File: src/logic/axis_cfg_pkg.sv
`default_nettype none
////////////////////////////////////////////////////////////////////////////
// size defaults for the two-source stream router
// the top level takes its parameter defaults from here
// index widths follow from the lane count and the source count
////////////////////////////////////////////////////////////////////////////

package axis_cfg_pkg;

  ////////////////////////////////////////////////////////////////////////////
  // base sizes
  ////////////////////////////////////////////////////////////////////////////

  // number of output lanes behind the fan-out
  localparam int DEF_NUM_LANES = 6;

  // payload width in bits
  localparam int DEF_DATA_WIDTH = 32;

  ////////////////////////////////////////////////////////////////////////////
  // derived widths
  ////////////////////////////////////////////////////////////////////////////

  // dest index rounded up to a whole bit count
  // with 6 lanes the codes 6 and 7 exist but address nothing
  localparam int DEST_W = $clog2(DEF_NUM_LANES);

  // source number for the two merged inputs
  localparam int SRC_W = $clog2(2);

endpackage

`default_nettype wire

File: src/logic/axis_types_pkg.sv
`default_nettype none
////////////////////////////////////////////////////////////////////////////
// packed beat layouts used on every stream of the router
// shared by the RTL and the testbench so both see the same fields
////////////////////////////////////////////////////////////////////////////

package axis_types_pkg;

  import axis_cfg_pkg::*;

  // beat as a source presents it
  // dest picks the output lane
  typedef struct packed {
    logic [DEF_DATA_WIDTH-1:0] data;
    logic [DEST_W-1:0]         dest;
  } in_beat_t;

  // beat as a lane delivers it
  // src tells which input it came from
  typedef struct packed {
    logic [DEF_DATA_WIDTH-1:0] data;
    logic [SRC_W-1:0]          src;
  } lane_beat_t;

  // merged beat between fan-in and fan-out
  // dest still needed for steering and src added by the arbiter
  typedef struct packed {
    logic [DEF_DATA_WIDTH-1:0] data;
    logic [DEST_W-1:0]         dest;
    logic [SRC_W-1:0]          src;
  } route_beat_t;

endpackage

`default_nettype wire

File: src/logic/axis_fifo.sv
`timescale 1ns/1ps
`default_nettype none
////////////////////////////////////////////////////////////////////////////
// synchronous first-word-fall-through stream FIFO
// payload type set per instance so one block serves source and lane beats
// FIFO_DEPTH must be a power of two and at least 2
////////////////////////////////////////////////////////////////////////////

module axis_fifo #(
  parameter type beat_t     = logic,
  parameter int  FIFO_DEPTH = 4
) (
  input  logic  axis_clk,
  input  logic  arst_n,

  // write side
  input  logic  in_valid,
  output logic  in_ready,
  input  beat_t in_beat,

  // read side
  output logic  out_valid,
  input  logic  out_ready,
  output beat_t out_beat
);

  // address bits
  // pointers carry one extra wrap bit on top
  localparam int AW = $clog2(FIFO_DEPTH);

  ////////////////////////////////////////////////////////////////////////////
  // storage and pointers
  ////////////////////////////////////////////////////////////////////////////

  beat_t       mem [FIFO_DEPTH];
  logic [AW:0] wr_ptr;
  logic [AW:0] rd_ptr;

  logic        full;
  logic        empty;
  logic        wr_en;
  logic        rd_en;

  // same address on both pointers
  // wrap bits decide between empty and full
  assign empty = (wr_ptr == rd_ptr);
  assign full  = (wr_ptr[AW] != rd_ptr[AW]) &&
                 (wr_ptr[AW-1:0] == rd_ptr[AW-1:0]);

  ////////////////////////////////////////////////////////////////////////////
  // handshakes
  ////////////////////////////////////////////////////////////////////////////

  // full FIFO still takes a beat when the head leaves this cycle
  assign in_ready  = ~full | out_ready;

  // head entry shown straight from the array
  assign out_valid = ~empty;
  assign out_beat  = mem[rd_ptr[AW-1:0]];

  assign wr_en = in_valid & in_ready;
  assign rd_en = out_valid & out_ready;

  // payload write
  // on a full read+write the slot under rd_ptr is consumed and refilled at once
  always_ff @(posedge axis_clk) begin
    if (wr_en) begin
      mem[wr_ptr[AW-1:0]] <= in_beat;
    end
  end

  // pointer update
  always_ff @(posedge axis_clk or negedge arst_n) begin
    if (!arst_n) begin
      wr_ptr <= '0;
      rd_ptr <= '0;
    end else begin
      if (wr_en) begin
        wr_ptr <= wr_ptr + 1'b1;
      end
      if (rd_en) begin
        rd_ptr <= rd_ptr + 1'b1;
      end
    end
  end

endmodule

`default_nettype wire

File: src/logic/axis_fan_in.sv
`timescale 1ns/1ps
`default_nettype none
////////////////////////////////////////////////////////////////////////////
// round-robin merge of two source streams into one routed stream
// purely combinational on the data path with zero cycles of latency
// the winning source number is stamped into the src field
////////////////////////////////////////////////////////////////////////////

module axis_fan_in
  import axis_cfg_pkg::*;
  import axis_types_pkg::*;
(
  input  logic              axis_clk,
  input  logic              arst_n,

  // source side
  input  logic        [1:0] in_valid,
  output logic        [1:0] in_ready,
  input  in_beat_t    [1:0] in_beat,

  // merged side
  output logic              merged_valid,
  input  logic              merged_ready,
  output route_beat_t       merged_beat
);

  ////////////////////////////////////////////////////////////////////////////
  // arbitration state
  ////////////////////////////////////////////////////////////////////////////

  // source served by the last transfer
  logic [SRC_W-1:0] last_q;

  // grant frozen while the merged beat waits for ready
  logic             lock_q;
  logic [SRC_W-1:0] lock_src_q;

  logic [SRC_W-1:0] arb_src;
  logic [SRC_W-1:0] grant;
  logic             xfer;

  // fresh pick
  // a tie goes to the source not served last
  always_comb begin
    if (&in_valid) begin
      arb_src = ~last_q;
    end else if (in_valid[1]) begin
      arb_src = SRC_W'(1);
    end else begin
      arb_src = SRC_W'(0);
    end
  end

  // keep the stalled source so the beat stays stable
  assign grant = lock_q ? lock_src_q : arb_src;

  ////////////////////////////////////////////////////////////////////////////
  // stream mux
  ////////////////////////////////////////////////////////////////////////////

  assign merged_valid = in_valid[grant];

  always_comb begin
    merged_beat.data = in_beat[grant].data;
    merged_beat.dest = in_beat[grant].dest;
    merged_beat.src  = grant;
  end

  // only the granted source sees ready
  always_comb begin
    in_ready        = '0;
    in_ready[grant] = merged_ready;
  end

  assign xfer = merged_valid & merged_ready;

  ////////////////////////////////////////////////////////////////////////////
  // pointer and lock update
  ////////////////////////////////////////////////////////////////////////////

  always_ff @(posedge axis_clk or negedge arst_n) begin
    if (!arst_n) begin
      // source 0 wins the first tie
      last_q     <= SRC_W'(1);
      lock_q     <= 1'b0;
      lock_src_q <= '0;
    end else begin
      if (xfer) begin
        // advance only after a real transfer
        last_q <= grant;
        lock_q <= 1'b0;
      end else if (merged_valid) begin
        // stalled downstream
        lock_q     <= 1'b1;
        lock_src_q <= grant;
      end
    end
  end

endmodule

`default_nettype wire

File: src/logic/axis_fan_out.sv
`timescale 1ns/1ps
`default_nettype none
////////////////////////////////////////////////////////////////////////////
// steers the merged stream to one output lane by its dest index
// zero cycles of latency and all lanes share one data bus
// beats with dest out of range are swallowed and counted
////////////////////////////////////////////////////////////////////////////

module axis_fan_out
  import axis_cfg_pkg::*;
  import axis_types_pkg::*;
#(
  parameter int NUM_LANES = DEF_NUM_LANES
) (
  input  logic                 axis_clk,
  input  logic                 arst_n,

  // merged side
  input  logic                 merged_valid,
  output logic                 merged_ready,
  input  route_beat_t          merged_beat,

  // lane side
  output logic [NUM_LANES-1:0] lane_valid,
  input  logic [NUM_LANES-1:0] lane_ready,
  output lane_beat_t           lane_beat,

  // saturating count of dropped beats
  output logic [15:0]          drop_count
);

  logic        in_range;
  logic        drop;
  logic [15:0] drop_q;

  assign in_range = (merged_beat.dest < NUM_LANES);

  // one-hot valid and ready taken from the addressed lane
  // no lane matches an out-of-range dest so ready stays high
  always_comb begin
    lane_valid   = '0;
    merged_ready = 1'b1;
    for (int l = 0; l < NUM_LANES; l++) begin
      if (merged_beat.dest == DEST_W'(l)) begin
        lane_valid[l] = merged_valid;
        merged_ready  = lane_ready[l];
      end
    end
  end

  // same payload on every lane
  always_comb begin
    lane_beat.data = merged_beat.data;
    lane_beat.src  = merged_beat.src;
  end

  ////////////////////////////////////////////////////////////////////////////
  // drop counter
  ////////////////////////////////////////////////////////////////////////////

  assign drop = merged_valid & merged_ready & ~in_range;

  // sticks at all ones
  always_ff @(posedge axis_clk or negedge arst_n) begin
    if (!arst_n) begin
      drop_q <= '0;
    end else if (drop && (drop_q != '1)) begin
      drop_q <= drop_q + 1'b1;
    end
  end

  assign drop_count = drop_q;

endmodule

`default_nettype wire

File: src/logic/axis_router_top.sv
`timescale 1ns/1ps
`default_nettype none
////////////////////////////////////////////////////////////////////////////
// two-source stream router on a single clock
// input FIFOs feed a round-robin fan-in then a dest fan-out into lane FIFOs
// each beat takes at least two cycles from source to lane
////////////////////////////////////////////////////////////////////////////

module axis_router_top
  import axis_cfg_pkg::*;
  import axis_types_pkg::*;
#(
  parameter int NUM_LANES  = DEF_NUM_LANES,
  parameter int FIFO_DEPTH = 4
) (
  input  logic                           axis_clk,
  input  logic                           arst_n,

  // sources
  input  logic       [1:0]               s_valid,
  output logic       [1:0]               s_ready,
  input  in_beat_t   [1:0]               s_beat,

  // lanes
  output logic       [NUM_LANES-1:0]     m_valid,
  input  logic       [NUM_LANES-1:0]     m_ready,
  output lane_beat_t [NUM_LANES-1:0]     m_beat,

  output logic       [15:0]              drop_count
);

  ////////////////////////////////////////////////////////////////////////////
  // internal streams
  ////////////////////////////////////////////////////////////////////////////

  // input FIFO heads towards the fan-in
  logic        [1:0]           src_valid;
  logic        [1:0]           src_ready;
  in_beat_t    [1:0]           src_beat;

  // merged stream
  logic                        merged_valid;
  logic                        merged_ready;
  route_beat_t                 merged_beat;

  // fan-out towards the lane FIFOs
  logic        [NUM_LANES-1:0] lane_valid;
  logic        [NUM_LANES-1:0] lane_ready;
  lane_beat_t                  lane_beat;

  // one input FIFO per source
  for (genvar s = 0; s < 2; s++) begin : g_in_fifo
    axis_fifo #(
      .beat_t     (in_beat_t),
      .FIFO_DEPTH (FIFO_DEPTH)
    ) in_fifo_inst (
      .axis_clk  (axis_clk),
      .arst_n    (arst_n),
      .in_valid  (s_valid[s]),
      .in_ready  (s_ready[s]),
      .in_beat   (s_beat[s]),
      .out_valid (src_valid[s]),
      .out_ready (src_ready[s]),
      .out_beat  (src_beat[s])
    );
  end

  // merge
  axis_fan_in axis_fan_in_inst (
    .axis_clk     (axis_clk),
    .arst_n       (arst_n),
    .in_valid     (src_valid),
    .in_ready     (src_ready),
    .in_beat      (src_beat),
    .merged_valid (merged_valid),
    .merged_ready (merged_ready),
    .merged_beat  (merged_beat)
  );

  // steer by dest
  axis_fan_out #(
    .NUM_LANES (NUM_LANES)
  ) axis_fan_out_inst (
    .axis_clk     (axis_clk),
    .arst_n       (arst_n),
    .merged_valid (merged_valid),
    .merged_ready (merged_ready),
    .merged_beat  (merged_beat),
    .lane_valid   (lane_valid),
    .lane_ready   (lane_ready),
    .lane_beat    (lane_beat),
    .drop_count   (drop_count)
  );

  // one output FIFO per lane
  // a full lane pushes back through the fan-in to the sources
  for (genvar l = 0; l < NUM_LANES; l++) begin : g_lane_fifo
    axis_fifo #(
      .beat_t     (lane_beat_t),
      .FIFO_DEPTH (FIFO_DEPTH)
    ) lane_fifo_inst (
      .axis_clk  (axis_clk),
      .arst_n    (arst_n),
      .in_valid  (lane_valid[l]),
      .in_ready  (lane_ready[l]),
      .in_beat   (lane_beat),
      .out_valid (m_valid[l]),
      .out_ready (m_ready[l]),
      .out_beat  (m_beat[l])
    );
  end

endmodule

`default_nettype wire

File: config.mk
export PLATFORM = sky130hd
export DESIGN_NAME = axis_router_top
export DESIGN_NICKNAME = d
export VERILOG_FILES = /design/src/logic/axis_cfg_pkg.sv /design/src/logic/axis_types_pkg.sv /design/src/logic/axis_fifo.sv /design/src/logic/axis_fan_in.sv /design/src/logic/axis_fan_out.sv /design/src/logic/axis_router_top.sv
export SDC_FILE = /design/constraint.sdc
export NUM_CORES = 1
export LEC_CHECK = 0
export BUFFER_PORTS_ARGS = -buffer_cell sky130_fd_sc_hd__buf_4
export CORE_UTILIZATION = 45
export DETAILED_ROUTE_END_ITERATION = 10
export GPL_ROUTABILITY_DRIVEN = 0
export SLEW_MARGIN = 20
export SYNTH_ARGS = -nofsm -noshare
export SYNTH_HDL_FRONTEND = slang
export SYNTH_SLANG_ARGS = --single-unit
File: constraint.sdc
create_clock -name axis_clk -period 3.6 [get_ports axis_clk]
set_input_delay 0.54 -clock axis_clk [delete_from_list [all_inputs] [get_ports axis_clk]]
set_output_delay 0.54 -clock axis_clk [all_outputs]
set_load 0.01 [all_outputs]
==> metrics.txt, run 1 <==
synthesis-to-finish area growth=18.7%; highest-count cells in the layout ignoring fill and taps=edfxtp_1 (1,072), buf_4 (338), mux4_2 (268); Max Cap Viol=0; status=finished with violations; Unique masters post-synth=56; Arr. time, crit path=2.88 ns; Seq cells post-synth=1,139; internal power=35.6 mW; initial antenna violation count=6; clk sinks=1,139; TritonCTS buffer count=114; Met2 Routed Length=49,800 um; WL met1=41,200 um; clock buffer depth=3; Synth area leaders=edfxtp_1 (74%), mux4_2 (14%), dfrtp_1 (3.8%); Mapped Cells=1,841; HP Class=in2async; top_reg_cell synth=edfxtp_1; cell mode on critical path=buf_4; RSZ-0062 raised after global routing=no; worst-path cell chain=xor2_1, or4_1, o21a_1, a211oi_1, o21ai_2, buf_4, buf_4; total track usage=0.203; largest net degree at the start of global routing=68; Routed Antenna Nets=0; Slew headroom=0.293; Tot Pwr=54.3 mW; skew final=0.0309 ns; Clk pwr share=0.220; Yosys top cell area share=0.744; full die area=0.0974 mm2; Ys Warns=0; Top Metal Used=met5; cell type with the largest total area after synthesis=edfxtp_1; Fin. Hold Viols=4; CTS tree=done; switching portion of total power=0.344; min cycle time layout=3.42 ns; Logic pwr share=0.372; vias per cell=5.48; clock-pin slew on the worst setup and hold paths=0.06 ns; H-tree levels=3; PD cells=1060 mW/mm2; global-route wire length before repair=142,000 um; CP max FO=4; leak pwr=17.2 nW; Worst Setup Start Kind=register; vias in the first global route=20,555; slowest cell on the critical path=or4_1; Cell Rows=113; met3 wire len=5770 um; Worst Max-Slew Pin Slew=1.06 ns; Clock Latency Late Sink=0.70 ns; Die W=312 um; Post-Syn Area per Cell=23.5 um2; most common cell after layout, fill and taps aside=edfxtp_1; root buf cell=clkbuf_16; Port Buffer Count=301; Worst VDD drop=0.000584 V; data required time at the worst endpoint=3.06 ns; I/O pin count=302; mean routed wirelength per cell=27.2 um; total core area=0.0952 mm2; Switching Power=18.7 mW; Async SR Flop Fraction=0.0588; violated checks=hold timing; Routed WL=98,300 um; Setup crit end kind=primary output; post-synthesis sequential area ratio=0.783; worst slack, placed=0.0635 ns; CP max stage delay=0.65 ns; final setup vio count=0; FMAX=292 MHz; post-route cell area=0.0513 mm2; number of synthesized flops with an enable pin=1,072; Die Ht=312 um; Mapped Area=0.0433 mm2; class of the most critical setup path=reg2out; placed cell area=0.0473 mm2; drt first pass iters=5; number of DRC markers in iteration 0=1,609; number of remaining DRC errors=0; final hold slack=-0.00954 ns; via count=19,771; share of power burned in registers=0.408; Syn Nets=1,962; period utilization=0.950; post-DP HPWL=60,100 um; Util after Layout=0.539; max-slew violation count=0; layout cells sized above 1=0.385; setup tns final=0 ns; Overflow after GRT=0; Final #Nets=2,366; Initial Util=0.455; Worst Setup Slack, final=0.178 ns
## final timing paths
check | startpoint | end | slack, ns | cells past startpoint
max in group asynchronous | arst_n | g_lane_fifo[2].lane_fifo_inst.rd_ptr[0] | 2.91 | 1
setup / recovery | g_lane_fifo[3].lane_fifo_inst.wr_ptr[0] | s_ready[0] | 0.18 | 7
min in group axis_clk | s_beat[28] | g_in_fifo[0].in_fifo_inst.mem[2][28] | 0.05 | 1
setup reg to reg | g_in_fifo[0].in_fifo_inst.rd_ptr[2] | g_lane_fifo[1].lane_fifo_inst.mem[1][8] | 0.22 | 8
hold reg to reg | g_lane_fifo[4].lane_fifo_inst.rd_ptr[2] | g_lane_fifo[4].lane_fifo_inst.rd_ptr[2] | 0.49 | 1
hold / removal | arst_n | g_lane_fifo[3].lane_fifo_inst.rd_ptr[2] | -0.01 | 1
## final cells by class
cell class	count	area, um2
clock inverter	82	836
antenna	2	5.00
sequential	1139	33900
timing repair buffer	364	2990
fill	7159	43800
clock buffer	132	2960
inverter	25	98.8
multi-input combinational	601	8970
tap	1265	1580
## kinds of logic (layout without fill, tap and decap cells)
family          count (synthesis)  in the layout  share of synthesized area
other cells                     0              2                          0
compound gates                 24             24                    0.00417
xor+xnor                       71             71                     0.0158
fa+ha+maj                      41             41                     0.0119
simple gates                  144            146                     0.0214
buf+inv                       103            603                     0.0107
flops                        1139           1139                      0.783
mux                           319            319                      0.153
## power by group through the flow
stage	logic, mW	clock network (mW)	registers (mW)
after floorplan	11.4	0	22.1
after global placement	20.2	0	22.3
after detailed placement	20.6	0	22.5
after CTS	20.6	12.1	22.2
after global routing	21.6	12.6	22.4
final	20.2	11.9	22.2
## routing by layer
metal | up-vias | GRT usage
met3 | 105 | 0.0367
met5 | - | 0
met2 | 595 | 0.336
li1 | 8469 | -
met4 | 4 | 0.0488
met1 | 10598 | 0.280
## sequential cells by signal (all words and copies together), names as in the netlist
name and cells:
g_lane_fifo.lane_fifo_inst.mem 792, g_lane_fifo.lane_fifo_inst.wr_ptr 18, axis_fan_in_inst.last_q 1, axis_fan_in_inst.lock_q 1
axis_fan_out_inst.drop_count 16, g_in_fifo.in_fifo_inst.mem 280, axis_fan_in_inst.lock_src_q 1, g_in_fifo.in_fifo_inst.wr_ptr 6
g_lane_fifo.lane_fifo_inst.rd_ptr 18, g_in_fifo.in_fifo_inst.rd_ptr 6
## synthesized netlist by cell type, types with 3 or more instances
cell type  count
nor2_1        17
nor2b_1        5
dfrtp_1       66
buf_6          3
and2_4         6
xor2_2         6
nor4_2         5
buf_1         22
buf_4         10
nor4_4         3
nand2_1       29
xor2_1        23
ha_1          41
and2_1        22
edfxtp_1    1072
inv_1         23
nand4_1        7
nor3_1         5
and3_1        11
xnor2_1       40
mux4_2       268
clkbuf_1      33
o21ai_1        3
nor4b_4        3
buf_2         10
mux2_2        40
nand3_1       19
o21ai_0        7
mux2i_1        7
## metrics by stage
| step | instances | hold WS [ns] |
|---|---|---|
| 2_1_floorplan | 1841 | 0.244 |
| 3_3_place_gp | 3376 | 0.481 |
| 3_5_place_dp | 3376 | 0.481 |
| 4_1_cts | 3597 | 0.000407 |
| 5_1_grt | 3609 | 0.0188 |
| 6_report | 3610 | -0.00954 |
## worst max-delay path: cells and delay by family, from the launching register on
family,cells,cell delay [ns]
xor gates and xnor gates,1,0.18
buffers and inverters,2,0.31
AOI/OAI and AO/OA,3,0.63
and+or+nand+nor,1,0.65
DFF,1,0.42
## timing repair
| action | CTS | global route |
|---|---|---|
| hold buffers | 7 | 0 |
| buffers inserted | 0 | 8 |
| setup endpoints to repair | 0 | 70 |
| endpoints found under the hold margin | 25 | 0 |
| gates resized for setup | 0 | 3 |
Power figures use the tool's default switching activity.
==> inputs of run 2 (changes only) <==
CORE_MARGIN = 4   (was not set)
==> run 2 against run 1 <==
The flow now finishes without violations. Wire length up 1.8%. Register-to-register slack better by 0.11 ns. Maximum frequency up 1.7%.
==> metrics.txt, run 2 (synthesized netlist as in run 1, its figures left out) <==
mean routed wirelength per cell=27.8 um (was 27.2 um); Hold Crit Start=s_beat[6]; min cycle time layout=3.36 ns (was 3.42 ns); clock-pin slew on the worst setup and hold paths=0.06 ns (about the same); highest-count cells in the layout ignoring fill and taps=edfxtp_1 (1,072), buf_4 (332), mux4_2 (268) (was edfxtp_1 (1,072), buf_4 (338), mux4_2 (268)); placed cell area=0.0474 mm2 (was 0.0473 mm2); Worst VDD drop=0.000608 V (was 0.000584 V); total core area=0.0952 mm2 (unchanged); period utilization=0.935 (was 0.950); Setup crit end kind=primary output (unchanged); synthesis-to-finish area growth=18.1% (was 18.7%); HP Class=in2reg (was in2async); vias per cell=5.51 (was 5.48); layout cells sized above 1=0.380 (was 0.385); data required time at the worst endpoint=3.06 ns (about the same); reg2reg start=g_in_fifo[0].in_fifo_inst.rd_ptr[2] (unchanged); status=complete, no violations (was finished with violations); leak pwr=17.1 nW (was 17.2 nW); TritonCTS buffer count=112 (was 114); Port Buffer Count=301 (unchanged); post-DP HPWL=63,900 um (was 60,100 um); Crit. Startpoint=g_lane_fifo[4].lane_fifo_inst.wr_ptr[1] (was g_lane_fifo[3].lane_fifo_inst.wr_ptr[0]); Die W=318 um (was 312 um); number of remaining DRC errors=0 (unchanged); vias in the first global route=20,727 (was 20,555); Arr. time, crit path=2.82 ns (was 2.88 ns); total track usage=0.198 (was 0.203); worst hold stages=1; Initial Util=0.455 (unchanged); H-tree levels=3 (unchanged); Routed WL=100,000 um (was 98,300 um); post-route cell area=0.0511 mm2 (was 0.0513 mm2); setup tns final=0 ns (unchanged); clock buffer depth=3 (unchanged); Slew headroom=0.283 (was 0.293); Worst R2R Setup Slack=0.33 ns (was 0.22 ns); I/O pin count=302 (unchanged); global-route wire length before repair=146,000 um (was 142,000 um); most common cell after layout, fill and taps aside=edfxtp_1 (unchanged); CP max FO=7 (was 4); clk sinks=1,139 (unchanged); full die area=0.101 mm2 (was 0.0974 mm2); initial antenna violation count=4 (was 6); final setup vio count=0 (unchanged); worst reg-to-reg path cell count=7 (was 8); Max Cap Viol=0 (unchanged); Post-CTS Setup Inserts=0 (unchanged); Routed Antenna Nets=0 (unchanged); class of the most critical setup path=reg2out (unchanged); PD cells=1050 mW/mm2 (was 1060 mW/mm2); Overflow after GRT=0 (unchanged); Clock Latency Late Sink=0.69 ns (was 0.70 ns); via count=19,829 (was 19,771); CTS tree=done (unchanged); max FFs per register=792 (unchanged); Cell Rows=113 (unchanged); Final #Nets=2,354 (was 2,366); max-slew violation count=0 (unchanged); skew final=0.0357 ns (was 0.0309 ns); largest net degree at the start of global routing=38 (was 68); Worst Setup Start Kind=register (unchanged); number of DRC markers in iteration 0=1,683 (was 1,609); CP max stage delay=0.57 ns (was 0.65 ns); Worst Max-Slew Pin Slew=1.08 ns (was 1.06 ns); RSZ-0062 raised after global routing=no (unchanged); FMAX=297 MHz (was 292 MHz); slowest cell on the critical path=nor4_4 (was or4_1); worst-path cell chain=xor2_1, nor4_4, mux2i_1, o311ai_2, o21ai_2, buf_4 (was xor2_1, or4_1, o21a_1, a211oi_1, o21ai_2, buf_4, buf_4); root buf cell=clkbuf_16 (unchanged); Die Ht=318 um (was 312 um); Fin. Hold Viols=0 (was 4); drt first pass iters=5 (unchanged)
[run 2: cell types whose count changed in the layout (fill, tap and decap cells not counted), moves of 3 or more]
cell           previous run  this run
clkinv_2                 25        16
bufinv_16                13        10
clkinv_1                 24        37
buf_12                   19        23
dfrtp_1                  57        54
clkinv_4                  7         0
dlygate4sd3_1             7         1
clkbuf_8                  4         0
and2_2                    5        12
dfrtp_2                   9        12
buf_4                   338       332
clkbuf_1                 14        22
and2_1                   19        10
[run 2: worst paths after layout]
| check | to |
|---|---|
| worst max-delay path | s_ready[1] |
| worst min-delay path | g_in_fifo[0].in_fifo_inst.mem[0][6] |
| worst max register to register | g_in_fifo[1].in_fifo_inst.mem[3][14] |
| worst min register to register | g_in_fifo[0].in_fifo_inst.wr_ptr[2] |
| max in group asynchronous | axis_fan_in_inst.last_q |
| min in group asynchronous | g_lane_fifo[4].lane_fifo_inst.rd_ptr[2] |
[run 2: area by class of cell]
class                   count  area, um2
flip-flops and latches   1139      33900
multi-input cells         599       8950
diodes                      2       5.00
repair buffers            356       2960
well taps                1265       1580
clock buffers             135       2910
fillers                  7254      44100
clock inverters            75        697
inverters                  25       98.8
[run 2: repair_timing]
item | 4_1_cts | 5_1_grt
hold buffers | 1 | 0
gates resized for setup | 1 | 0
setup endpoints to repair | 1 | 0
endpoints found under the hold margin | 35 | 0
[run 2: critical path, delay by kind of cell (launching register included)]
kind	cells	cell delay (ns)
xor+xnor	1	0.20
compound gates	2	0.58
buf+inv	1	0.19
simple gates	1	0.57
mux	1	0.18
flops	1	0.42
[run 2: per-layer routing]
metal | up-vias | share of wire | track usage
li1 | 8432 | - | -
met1 | 10647 | 0.41 | 0.272
met2 | 612 | 0.50 | 0.328
met3 | 132 | 0.061 | 0.0378
met4 | 6 | 0.023 | 0.0541
met5 | - | 0.00043 | 0
[run 2: through the flow]
stage	cells	total power, mW	worst slack, ns	hold WS, ns	utilization
2_1_floorplan	1841	33.5	0.242	0.244	-
5_1_grt	3594	56.1	0.0742	0.0290	0.537
3_3_place_gp	3382	42.4	0.269	0.476	0.499
3_5_place_dp	3382	43.0	0.254	0.483	0.499
4_1_cts	3593	54.5	0.168	0.00756	0.537
6_report	3596	53.5	0.236	0.0570	0.537
[run 2: where the power goes]
group	switching, mW	total [mW]	leakage, nW	internal [mW]
Clock	4.90	11.4	1.75	6.49
Sequential	0.897	22.2	10.5	21.3
Combinational	12.5	20.0	4.80	7.43
